[config.mk]
export PLATFORM = sky130hd
export DESIGN_NAME = centi_io_top
export DESIGN_NICKNAME = d
export VERILOG_FILES = /design/src/common/centi_pkg.sv /design/src/io_bus/cabinet_latch.sv /design/src/io_bus/io_bus_slave.sv /design/src/trakball/trakball_axis.sv /design/src/verilog/centi_io_top.sv
export VERILOG_INCLUDE_DIRS = /design/src /design/src/common
export SDC_FILE = /design/constraint.sdc
export NUM_CORES = 1
export LEC_CHECK = 0
export BUFFER_PORTS_ARGS = -buffer_cell sky130_fd_sc_hd__buf_2
export CORE_MARGIN = 3
export CORE_UTILIZATION = 35
export CTS_BUF_LIST = sky130_fd_sc_hd__clkbuf_2 sky130_fd_sc_hd__clkbuf_4 sky130_fd_sc_hd__clkbuf_8
export CTS_CLUSTER_SIZE = 25
export DETAILED_ROUTE_END_ITERATION = 16
export PLACE_DENSITY = 0.64
export SYNTH_ARGS = -nofsm -noshare
export SYNTH_HDL_FRONTEND = slang
export SYNTH_SLANG_ARGS = --single-unit
[constraint.sdc]
create_clock -name s_6mhz -period 3.8 [get_ports s_6mhz]
set_input_delay 0.19 -clock s_6mhz [delete_from_list [all_inputs] [get_ports s_6mhz]]
set_output_delay 0.19 -clock s_6mhz [all_outputs]
set_load 0.05 [all_outputs]
[src/common/centi_params.svh]
//######################################
// centipede cabinet I/O constants
// bus widths, register map, response codes
//######################################

`ifndef CENTI_PARAMS_SVH
`define CENTI_PARAMS_SVH

// bus geometry
`define CENTI_ADDR_W 5
`define CENTI_DATA_W 8

// trackball counter width and input synchroniser depth
`define TB_COUNT_W 4
`define SYNC_STAGES 2

// read ports
`define REG_IN0 5'd0
`define REG_IN1 5'd1
`define REG_JOY0 5'd2
`define REG_JOY1 5'd3
`define REG_SW1 5'd4
`define REG_SW2 5'd5

// output latch occupies 8..15, one address per bit
`define REG_OUT_BASE 5'd8
`define REG_STEERCLR 5'd16

// AXI response codes
`define AXIL_OKAY 2'b00
`define AXIL_SLVERR 2'b10

`endif

[src/common/centi_pkg.sv]
//######################################
// centipede cabinet I/O types
// vector widths, AXI4-Lite channel structs,
// trackball structs and slave FSM states
//######################################

`include "centi_params.svh"

package centi_pkg;

   typedef logic [`CENTI_ADDR_W-1:0] addr_t;
   typedef logic [`CENTI_DATA_W-1:0] data_t;
   typedef logic [`TB_COUNT_W-1:0] tb_count_t;
   typedef logic [1:0] resp_t;

   // write address, write data and write response ready
   typedef struct packed {
      logic awvalid;
      addr_t awaddr;
      logic wvalid;
      data_t wdata;
      logic bready;
   } axil_wr_req_t;

   typedef struct packed {
      logic awready;
      logic wready;
      logic bvalid;
      resp_t bresp;
   } axil_wr_rsp_t;

   typedef struct packed {
      logic arvalid;
      addr_t araddr;
      logic rready;
   } axil_rd_req_t;

   typedef struct packed {
      logic arready;
      logic rvalid;
      data_t rdata;
      resp_t rresp;
   } axil_rd_rsp_t;

   // raw pins of one trackball axis
   typedef struct packed {
      logic dir;
      logic ck;
   } trak_pins_t;

   typedef struct packed {
      logic dir;
      tb_count_t count;
   } trak_state_t;

   typedef enum logic {WR_IDLE, WR_RESP} wr_state_e;
   typedef enum logic {RD_IDLE, RD_DATA} rd_state_e;

endpackage

[src/io_bus/cabinet_latch.sv]
//######################################
// coin counter / LED / flip output latch
// coin forcing and player trackball select
//######################################

`timescale 1ns/1ps

module cabinet_latch
(
   input  logic                  s_6mhz,
   input  logic                  reset,
   input  logic                  wr_en_i,
   input  logic [2:0]            bit_sel_i,
   input  logic                  bit_val_i,
   input  logic [7:0]            trakball_i,
   input  logic [9:7]            player_i,
   output logic [4:1]            led_o,
   output logic [2:0]            coins_o,
   output centi_pkg::trak_pins_t h_pins_o,
   output centi_pkg::trak_pins_t v_pins_o
);

   logic [7:0] cc_latch;
   logic flip;

   // one bit per write, addressed by the low address bits
   always_ff @(posedge s_6mhz or posedge reset)
   begin
      if (reset)
         cc_latch <= '0;
      else if (wr_en_i)
         cc_latch[bit_sel_i] <= bit_val_i;
   end

   assign flip = cc_latch[7];
   assign led_o = cc_latch[6:3];

   // coin drives OR'd into the raw switches, bit 1 covers both c and l
   assign coins_o[2] = player_i[9] | cc_latch[2];
   assign coins_o[1] = player_i[8] | cc_latch[1];
   assign coins_o[0] = player_i[7] | cc_latch[1];

   // flip selects player 1, else player 2
   always_comb
   begin
      if (flip)
      begin
         h_pins_o.dir = trakball_i[7];
         h_pins_o.ck = trakball_i[5];
         v_pins_o.dir = trakball_i[3];
         v_pins_o.ck = trakball_i[1];
      end
      else
      begin
         h_pins_o.dir = trakball_i[6];
         h_pins_o.ck = trakball_i[4];
         v_pins_o.dir = trakball_i[2];
         v_pins_o.ck = trakball_i[0];
      end
   end

endmodule

[src/io_bus/io_bus_slave.sv]
//######################################
// AXI4-Lite slave for the cabinet I/O
// handshakes, address decode, read ports,
// latch and steer-clear strobes
//######################################

`timescale 1ns/1ps

`include "centi_params.svh"

module io_bus_slave
(
   input  logic                    s_6mhz,
   input  logic                    reset,
   input  centi_pkg::axil_wr_req_t wr_req_i,
   input  centi_pkg::axil_rd_req_t rd_req_i,
   input  centi_pkg::trak_state_t  h_i,
   input  centi_pkg::trak_state_t  v_i,
   input  logic [2:0]              coins_i,
   input  logic [6:0]              player_i,
   input  centi_pkg::data_t        joystick_i,
   input  centi_pkg::data_t        sw1_i,
   input  centi_pkg::data_t        sw2_i,
   input  logic                    vblank_i,
   output centi_pkg::axil_wr_rsp_t wr_rsp_o,
   output centi_pkg::axil_rd_rsp_t rd_rsp_o,
   output logic                    latch_wr_o,
   output logic [2:0]              latch_sel_o,
   output logic                    latch_val_o,
   output logic                    steer_clr_o
);

   import centi_pkg::*;

   wr_state_e wr_state;
   rd_state_e rd_state;
   logic wr_accept;
   logic rd_accept;
   logic latch_hit;
   logic steer_hit;
   resp_t bresp_q;
   data_t in0;
   data_t in1;
   data_t joy0;
   data_t rd_port;
   logic rd_ok;
   data_t rdata_q;
   resp_t rresp_q;

   // address and data taken together, only when idle
   assign wr_accept = (wr_state == WR_IDLE) && wr_req_i.awvalid && wr_req_i.wvalid;

   assign latch_hit = (wr_req_i.awaddr >= `REG_OUT_BASE) &&
                      (wr_req_i.awaddr < (`REG_OUT_BASE + 5'd8));
   assign steer_hit = (wr_req_i.awaddr == `REG_STEERCLR);

   assign latch_wr_o = wr_accept && latch_hit;
   assign latch_sel_o = wr_req_i.awaddr[2:0];
   assign latch_val_o = wr_req_i.wdata[7];
   assign steer_clr_o = wr_accept && steer_hit;

   always_ff @(posedge s_6mhz or posedge reset)
   begin
      if (reset)
         wr_state <= WR_IDLE;
      else
      begin
         case (wr_state)
            WR_IDLE:
               if (wr_accept)
                  wr_state <= WR_RESP;
            WR_RESP:
               if (wr_req_i.bready)
                  wr_state <= WR_IDLE;
            default:
               wr_state <= WR_IDLE;
         endcase
      end
   end

   always_ff @(posedge s_6mhz)
   begin
      if (wr_accept)
         bresp_q <= (latch_hit || steer_hit) ? `AXIL_OKAY : `AXIL_SLVERR;
   end

   always_comb
   begin
      wr_rsp_o.awready = wr_accept;
      wr_rsp_o.wready = wr_accept;
      wr_rsp_o.bvalid = (wr_state == WR_RESP);
      wr_rsp_o.bresp = bresp_q;
   end

   // read ports in the cabinet bit order
   assign in0 = {h_i.dir, vblank_i, player_i[6], player_i[5], h_i.count};
   assign in1 = {coins_i, player_i[4], player_i[1], player_i[0], player_i[3], player_i[2]};
   assign joy0 = {v_i.dir, 3'b000, v_i.count};

   always_comb
   begin
      rd_ok = 1'b1;
      case (rd_req_i.araddr)
         `REG_IN0:  rd_port = in0;
         `REG_IN1:  rd_port = in1;
         `REG_JOY0: rd_port = joy0;
         `REG_JOY1: rd_port = joystick_i;
         `REG_SW1:  rd_port = sw1_i;
         `REG_SW2:  rd_port = sw2_i;
         default:
         begin
            rd_port = '0;
            rd_ok = 1'b0;
         end
      endcase
   end

   assign rd_accept = (rd_state == RD_IDLE) && rd_req_i.arvalid;

   always_ff @(posedge s_6mhz or posedge reset)
   begin
      if (reset)
         rd_state <= RD_IDLE;
      else
      begin
         case (rd_state)
            RD_IDLE:
               if (rd_accept)
                  rd_state <= RD_DATA;
            RD_DATA:
               if (rd_req_i.rready)
                  rd_state <= RD_IDLE;
            default:
               rd_state <= RD_IDLE;
         endcase
      end
   end

   // port sampled at acceptance, held until rready
   always_ff @(posedge s_6mhz)
   begin
      if (rd_accept)
      begin
         rdata_q <= rd_port;
         rresp_q <= rd_ok ? `AXIL_OKAY : `AXIL_SLVERR;
      end
   end

   always_comb
   begin
      rd_rsp_o.arready = (rd_state == RD_IDLE);
      rd_rsp_o.rvalid = (rd_state == RD_DATA);
      rd_rsp_o.rdata = rdata_q;
      rd_rsp_o.rresp = rresp_q;
   end

endmodule

[src/trakball/trakball_axis.sv]
//######################################
// one trackball axis
// synchronised ck/dir, 4-bit up/down count
//######################################

`timescale 1ns/1ps

`include "centi_params.svh"

module trakball_axis
(
   input  logic                   s_6mhz,
   input  logic                   reset,
   input  centi_pkg::trak_pins_t  pins_i,
   input  logic                   clear_i,
   output centi_pkg::trak_state_t state_o
);

   import centi_pkg::*;

   logic [`SYNC_STAGES-1:0] dir_sync;
   logic [`SYNC_STAGES-1:0] ck_sync;
   logic ck_prev;
   logic ck_rise;
   logic dir_now;
   logic dir_q;
   tb_count_t count_q;

   // both pins go through the same depth so they stay aligned
   always_ff @(posedge s_6mhz or posedge reset)
   begin
      if (reset)
      begin
         dir_sync <= '0;
         ck_sync <= '0;
         ck_prev <= 1'b0;
      end
      else
      begin
         dir_sync <= {dir_sync[`SYNC_STAGES-2:0], pins_i.dir};
         ck_sync <= {ck_sync[`SYNC_STAGES-2:0], pins_i.ck};
         ck_prev <= ck_sync[`SYNC_STAGES-1];
      end
   end

   assign ck_rise = ck_sync[`SYNC_STAGES-1] & ~ck_prev;
   assign dir_now = dir_sync[`SYNC_STAGES-1];

   // steps by the direction seen on the same ck edge
   always_ff @(posedge s_6mhz or posedge reset)
   begin
      if (reset)
      begin
         dir_q <= 1'b0;
         count_q <= '0;
      end
      else
      begin
         if (ck_rise)
            dir_q <= dir_now;
         // steer clear wins over a step
         if (clear_i)
            count_q <= '0;
         else if (ck_rise)
         begin
            if (dir_now)
               count_q <= count_q + 1'b1;
            else
               count_q <= count_q - 1'b1;
         end
      end
   end

   assign state_o.dir = dir_q;
   assign state_o.count = count_q;

endmodule

[src/verilog/centi_io_top.sv]
//######################################
// centipede cabinet I/O peripheral
// AXI4-Lite slave over the player inputs,
// trackballs, switches and output latch
//######################################

`timescale 1ns/1ps

module centi_io_top
(
   input  logic                    s_6mhz,
   input  logic                    reset,
   input  centi_pkg::axil_wr_req_t wr_req_i,
   output centi_pkg::axil_wr_rsp_t wr_rsp_o,
   input  centi_pkg::axil_rd_req_t rd_req_i,
   output centi_pkg::axil_rd_rsp_t rd_rsp_o,
   input  logic [9:0]              player_i,
   input  logic [7:0]              trakball_i,
   input  centi_pkg::data_t        joystick_i,
   input  centi_pkg::data_t        sw1_i,
   input  centi_pkg::data_t        sw2_i,
   input  logic                    vblank_i,
   output logic [4:1]              led_o
);

   import centi_pkg::*;

   logic latch_wr;
   logic [2:0] latch_sel;
   logic latch_val;
   logic steer_clr;
   logic [2:0] coins;
   trak_pins_t h_pins;
   trak_pins_t v_pins;
   trak_state_t h_state;
   trak_state_t v_state;

   cabinet_latch cab_latch
   (
      .s_6mhz     (s_6mhz),
      .reset      (reset),
      .wr_en_i    (latch_wr),
      .bit_sel_i  (latch_sel),
      .bit_val_i  (latch_val),
      .trakball_i (trakball_i),
      .player_i   (player_i[9:7]),
      .led_o      (led_o),
      .coins_o    (coins),
      .h_pins_o   (h_pins),
      .v_pins_o   (v_pins)
   );

   trakball_axis trak_h
   (
      .s_6mhz  (s_6mhz),
      .reset   (reset),
      .pins_i  (h_pins),
      .clear_i (steer_clr),
      .state_o (h_state)
   );

   trakball_axis trak_v
   (
      .s_6mhz  (s_6mhz),
      .reset   (reset),
      .pins_i  (v_pins),
      .clear_i (steer_clr),
      .state_o (v_state)
   );

   io_bus_slave bus_slave
   (
      .s_6mhz      (s_6mhz),
      .reset       (reset),
      .wr_req_i    (wr_req_i),
      .rd_req_i    (rd_req_i),
      .h_i         (h_state),
      .v_i         (v_state),
      .coins_i     (coins),
      .player_i    (player_i[6:0]),
      .joystick_i  (joystick_i),
      .sw1_i       (sw1_i),
      .sw2_i       (sw2_i),
      .vblank_i    (vblank_i),
      .wr_rsp_o    (wr_rsp_o),
      .rd_rsp_o    (rd_rsp_o),
      .latch_wr_o  (latch_wr),
      .latch_sel_o (latch_sel),
      .latch_val_o (latch_val),
      .steer_clr_o (steer_clr)
   );

endmodule
==> out/summary.md <==
The run finished with clean final reports. Leaving out fill and tap cells, the most frequent cell in the layout is sky130_fd_sc_hd__buf_2. The share of layout cells above drive strength 1 works out to 0.424. After synthesis the netlist holds a flip-flop and latch count of 39.

The run gives 2020 um^2 as the cell area after synthesis. The clock-pin transition on the worst setup and hold timing paths is 0.08 ns. Input and output buffers added on the ports amount to 79. The post-layout net count was 323; the worst vdd rail ir drop was 0.000391 V. The combined global-route utilization of all metal layers is 0.129. STA puts the critical path data arrival time at 1.91 ns. The final core area utilization came out at 0.461. The largest total area in the synthesized netlist belongs to sky130_fd_sc_hd__dfrtp_1. The run gives 1.20 nW as the static leakage. Dividing total power by cell area gives a power density of 525 nW/um^2. Footprint of the multi-input gates: 868 um^2. Total power for the finished layout comes to 1.34 mW. The run gives 5540 um^2 as the area of the core region. Summing all flip-flop and latch instances after layout gives 1030 um^2.

The number of pins with negative max-slew slack in the final report came out at 0. The tools report the number of instances in the synthesized netlist as 177. The tools report the diode insertion count for antenna repair as 0. For the TritonCTS sink count, the log shows 39. The die area came out at 6730 um^2. Internal power comes to 0.937 mW. The kind of end point of the critical path is a register. The run gives 0 as the count of final setup violators.

After detailed routing, the number of remaining DRC violations is 0. The main flop type after synthesis was sky130_fd_sc_hd__dfrtp_1. The tree is rooted in a sky130_fd_sc_hd__clkbuf_8.

The final wirelength was 4340 um; the relative max-transition margin was 0.441. By area the synthesized netlist is led by sky130_fd_sc_hd__dfrtp_1, sky130_fd_sc_hd__edfxtp_1, sky130_fd_sc_hd__mux2_2, sky130_fd_sc_hd__a22oi_1, sky130_fd_sc_hd__buf_4. The final critical-path required period was 1.74 ns. Across all layers, the routed design uses 1562 vias. The sequential-to-total area share from yosys stat was 0.507; the critical-path maximum fanout was 5. The average wire length per cell after detail routing works out to 13.5 um. Setup repair after global routing left no endpoint under its margin. STA classifies the critical path startpoint as a register.

The number of DRC violations after detailed-routing iteration 0 is 55. The switching share of total power was 0.302; the proportion of synthesized flip-flops having asynchronous set or reset was 0.744. Starting density of the core: 0.365. The number of gates resized after CTS is 0, and the vertical extent of the die is 82.0 um. In the final timing run, aggregate negative setup slack is 0 ns. The number of different library cells used by synthesis comes to 33. Entering global routing, the biggest net connects 30 pins. Number of warning messages in the yosys log: 0. For the fill cell total of the finished layout, the log shows 550. Total count of hold-check failures in the final report: 0. STA puts the critical path data required time at 3.97 ns. Across the routed clock network, the largest skew measured is 0.00502 ns. TritonCTS built the clock tree. Across the run, the number of max-cap violations was 0. The mean area per synthesized cell is 11.4 um^2, and the count of boundary I/O pins is 89. The share of the synthesized area in the top cell type is 0.359. The proportion of power drawn by flip-flops and latches is 0.432. The type of the worst setup path was reg -> reg. The slew at the pin with the worst max-slew slack came out at 0.836 ns. The clock latency on the worst-skew pair was 0.29 ns; the site row count was 27. The analysis attributes to net switching a power of 0.406 mW.

After detailed routing, the number of vias per cell comes to 4.85. The number of buffers inserted during clock tree synthesis is 5, and the count of H-tree levels built during CTS is 2. The combinational cell fraction of total power was 0.267; the number of nets with antenna violations after detailed routing was 0. In this run, synthesis inferred 10 flip-flops with an integrated enable.

The run gives 0.301 as the part of the total power dissipated in the clock network. The maximum clock path buffer count is 2. The logs give 6560 um for the wire length of the first global-routing pass and 0.575 GHz for the maximum clock rate.

The placer's final routability congestion estimate was 0.760; the area growth from synthesis to layout was 26.3%. The tightest hold path in the finished design has a slack of 0.0590 ns. Summed over all layers, the global routing overflow is 0. The ratio of final minimum period to clock period was 0.457; the number of search-and-repair iterations in the first detailed-routing pass was 4. For the initial antenna violation count, the log shows 0. The tools report the placed wire-length estimate as 3360 um.

The path class of the tightest hold or removal check is in -> reg. The library cells used most frequently in the layout, excluding fill and tap cells, are sky130_fd_sc_hd__buf_2, sky130_fd_sc_hd__dfrtp_1, sky130_fd_sc_hd__a22oi_1, sky130_fd_sc_hd__mux2_2. In this run the horizontal extent of the chip is 82.0 um. Number of global-route vias before repair: 1438.
==> Yosys cell counts, types with 6 or more instances <==
library cell and number:
sky130_fd_sc_hd__nor2_1 10, sky130_fd_sc_hd__inv_1 6, sky130_fd_sc_hd__dfrtp_1 29, sky130_fd_sc_hd__mux2_2 15, sky130_fd_sc_hd__a22oi_1 18, sky130_fd_sc_hd__nor2b_1 6, sky130_fd_sc_hd__nand3_1 9, sky130_fd_sc_hd__edfxtp_1 10
sky130_fd_sc_hd__nand2_1 8, sky130_fd_sc_hd__buf_4 10
==> state kept, by name, summed over array words and instances, names as in the netlist <==
signal and flops:
bus_slave.bresp_q 1, bus_slave.rd_state 1, bus_slave.rdata_q 8, bus_slave.rresp_q 1
bus_slave.wr_state 1, cab_latch.cc_latch 7, trak_h.ck_prev 1, trak_h.ck_sync 2
trak_h.count_q 4, trak_h.dir_q 1, trak_h.dir_sync 2, trak_v.ck_prev 1
trak_v.ck_sync 2, trak_v.count_q 4, trak_v.dir_q 1, trak_v.dir_sync 2
==> through the flow <==
stage / worst slack, ns / cell area [um^2] / cells
final: 2.06 / 2560 / 322
after floorplan: 2.17 / 2030 / 178
after detailed placement: 2.07 / 2410 / 313
after CTS: 2.06 / 2560 / 322
after global placement: 2.10 / 2410 / 313
after global routing: 1.95 / 2560 / 322
==> routing by layer <==
metal / routed length [um] / GRT usage
met1: 1950 / 0.158
met2: 1930 / 0.218
met3: 422 / 0.0362
met4: 37 / 0.0399
met5: 0 / 0
==> worst max-delay path, stage by stage, from the launching register on <==
cell                      delay, ns
sky130_fd_sc_hd__dfrtp_1       0.38
sky130_fd_sc_hd__inv_1         0.15
sky130_fd_sc_hd__ha_1          0.30
sky130_fd_sc_hd__a21oi_1       0.19
sky130_fd_sc_hd__and3_1        0.18
sky130_fd_sc_hd__o21a_1        0.11
sky130_fd_sc_hd__mux2_2        0.32
==> kinds of logic (layout without fill, tap and decap cells) <==
group	after synthesis	in the layout	synth area share
adder cells (fa/ha/maj)	6	6	0.0445
buffers and inverters	23	95	0.0655
flip-flops	39	39	0.507
other	1	2	0.00185
AO/OA/AOI/OAI	33	33	0.113
multiplexers	17	17	0.0934
AND/OR/NAND/NOR	54	54	0.157
XOR/XNOR	4	4	0.0173
==> power by group through the flow <==
stage / sequential, mW / combinational, mW / clock (mW)
finish: 0.580 / 0.358 / 0.405
global route: 0.592 / 0.406 / 0.433
CTS: 0.581 / 0.363 / 0.418
detailed placement: 0.589 / 0.360 / 0
global placement: 0.586 / 0.347 / 0
floorplan: 0.597 / 0.263 / 0
==> final timing paths <==
check / startpoint / end / slack, ns / depth (start not counted)
max: trak_h.dir_sync[1]$_DFF_PP0_ / trak_h.count_q[3]$_DFFE_PP0P_ / 2.06 / 6
min: rd_req_i[0] / bus_slave.rd_state$_DFF_PP0_ / 0.06 / 2
max reg2reg: trak_h.dir_sync[1]$_DFF_PP0_ / trak_h.count_q[3]$_DFFE_PP0P_ / 2.06 / 6
min reg2reg: trak_h.dir_sync[0]$_DFF_PP0_ / trak_h.dir_sync[1]$_DFF_PP0_ / 0.35 / 0
max in group asynchronous: reset / trak_h.count_q[2]$_DFFE_PP0P_ / 3.02 / 4
min in group asynchronous: reset / cab_latch.cc_latch[3]$_DFFE_PP0P_ / 0.51 / 4
==> final cells by class <==
cell class | count | area share
Clock inverter | 3 | 0.0264
Clock buffer | 5 | 0.0269
Sequential cell | 39 | 0.401
Timing Repair Buffer | 81 | 0.162
Tap cell | 72 | 0.0352
Multi-Input combinational cell | 116 | 0.340
Inverter | 6 | 0.00881
==> timing repair <==
action | in CTS | in global routing
hold buffers | 1 | 0
hold endpoints to repair | 29 | 0
buffers inserted | 0 | 0
(Power assumes the default switching activity.)
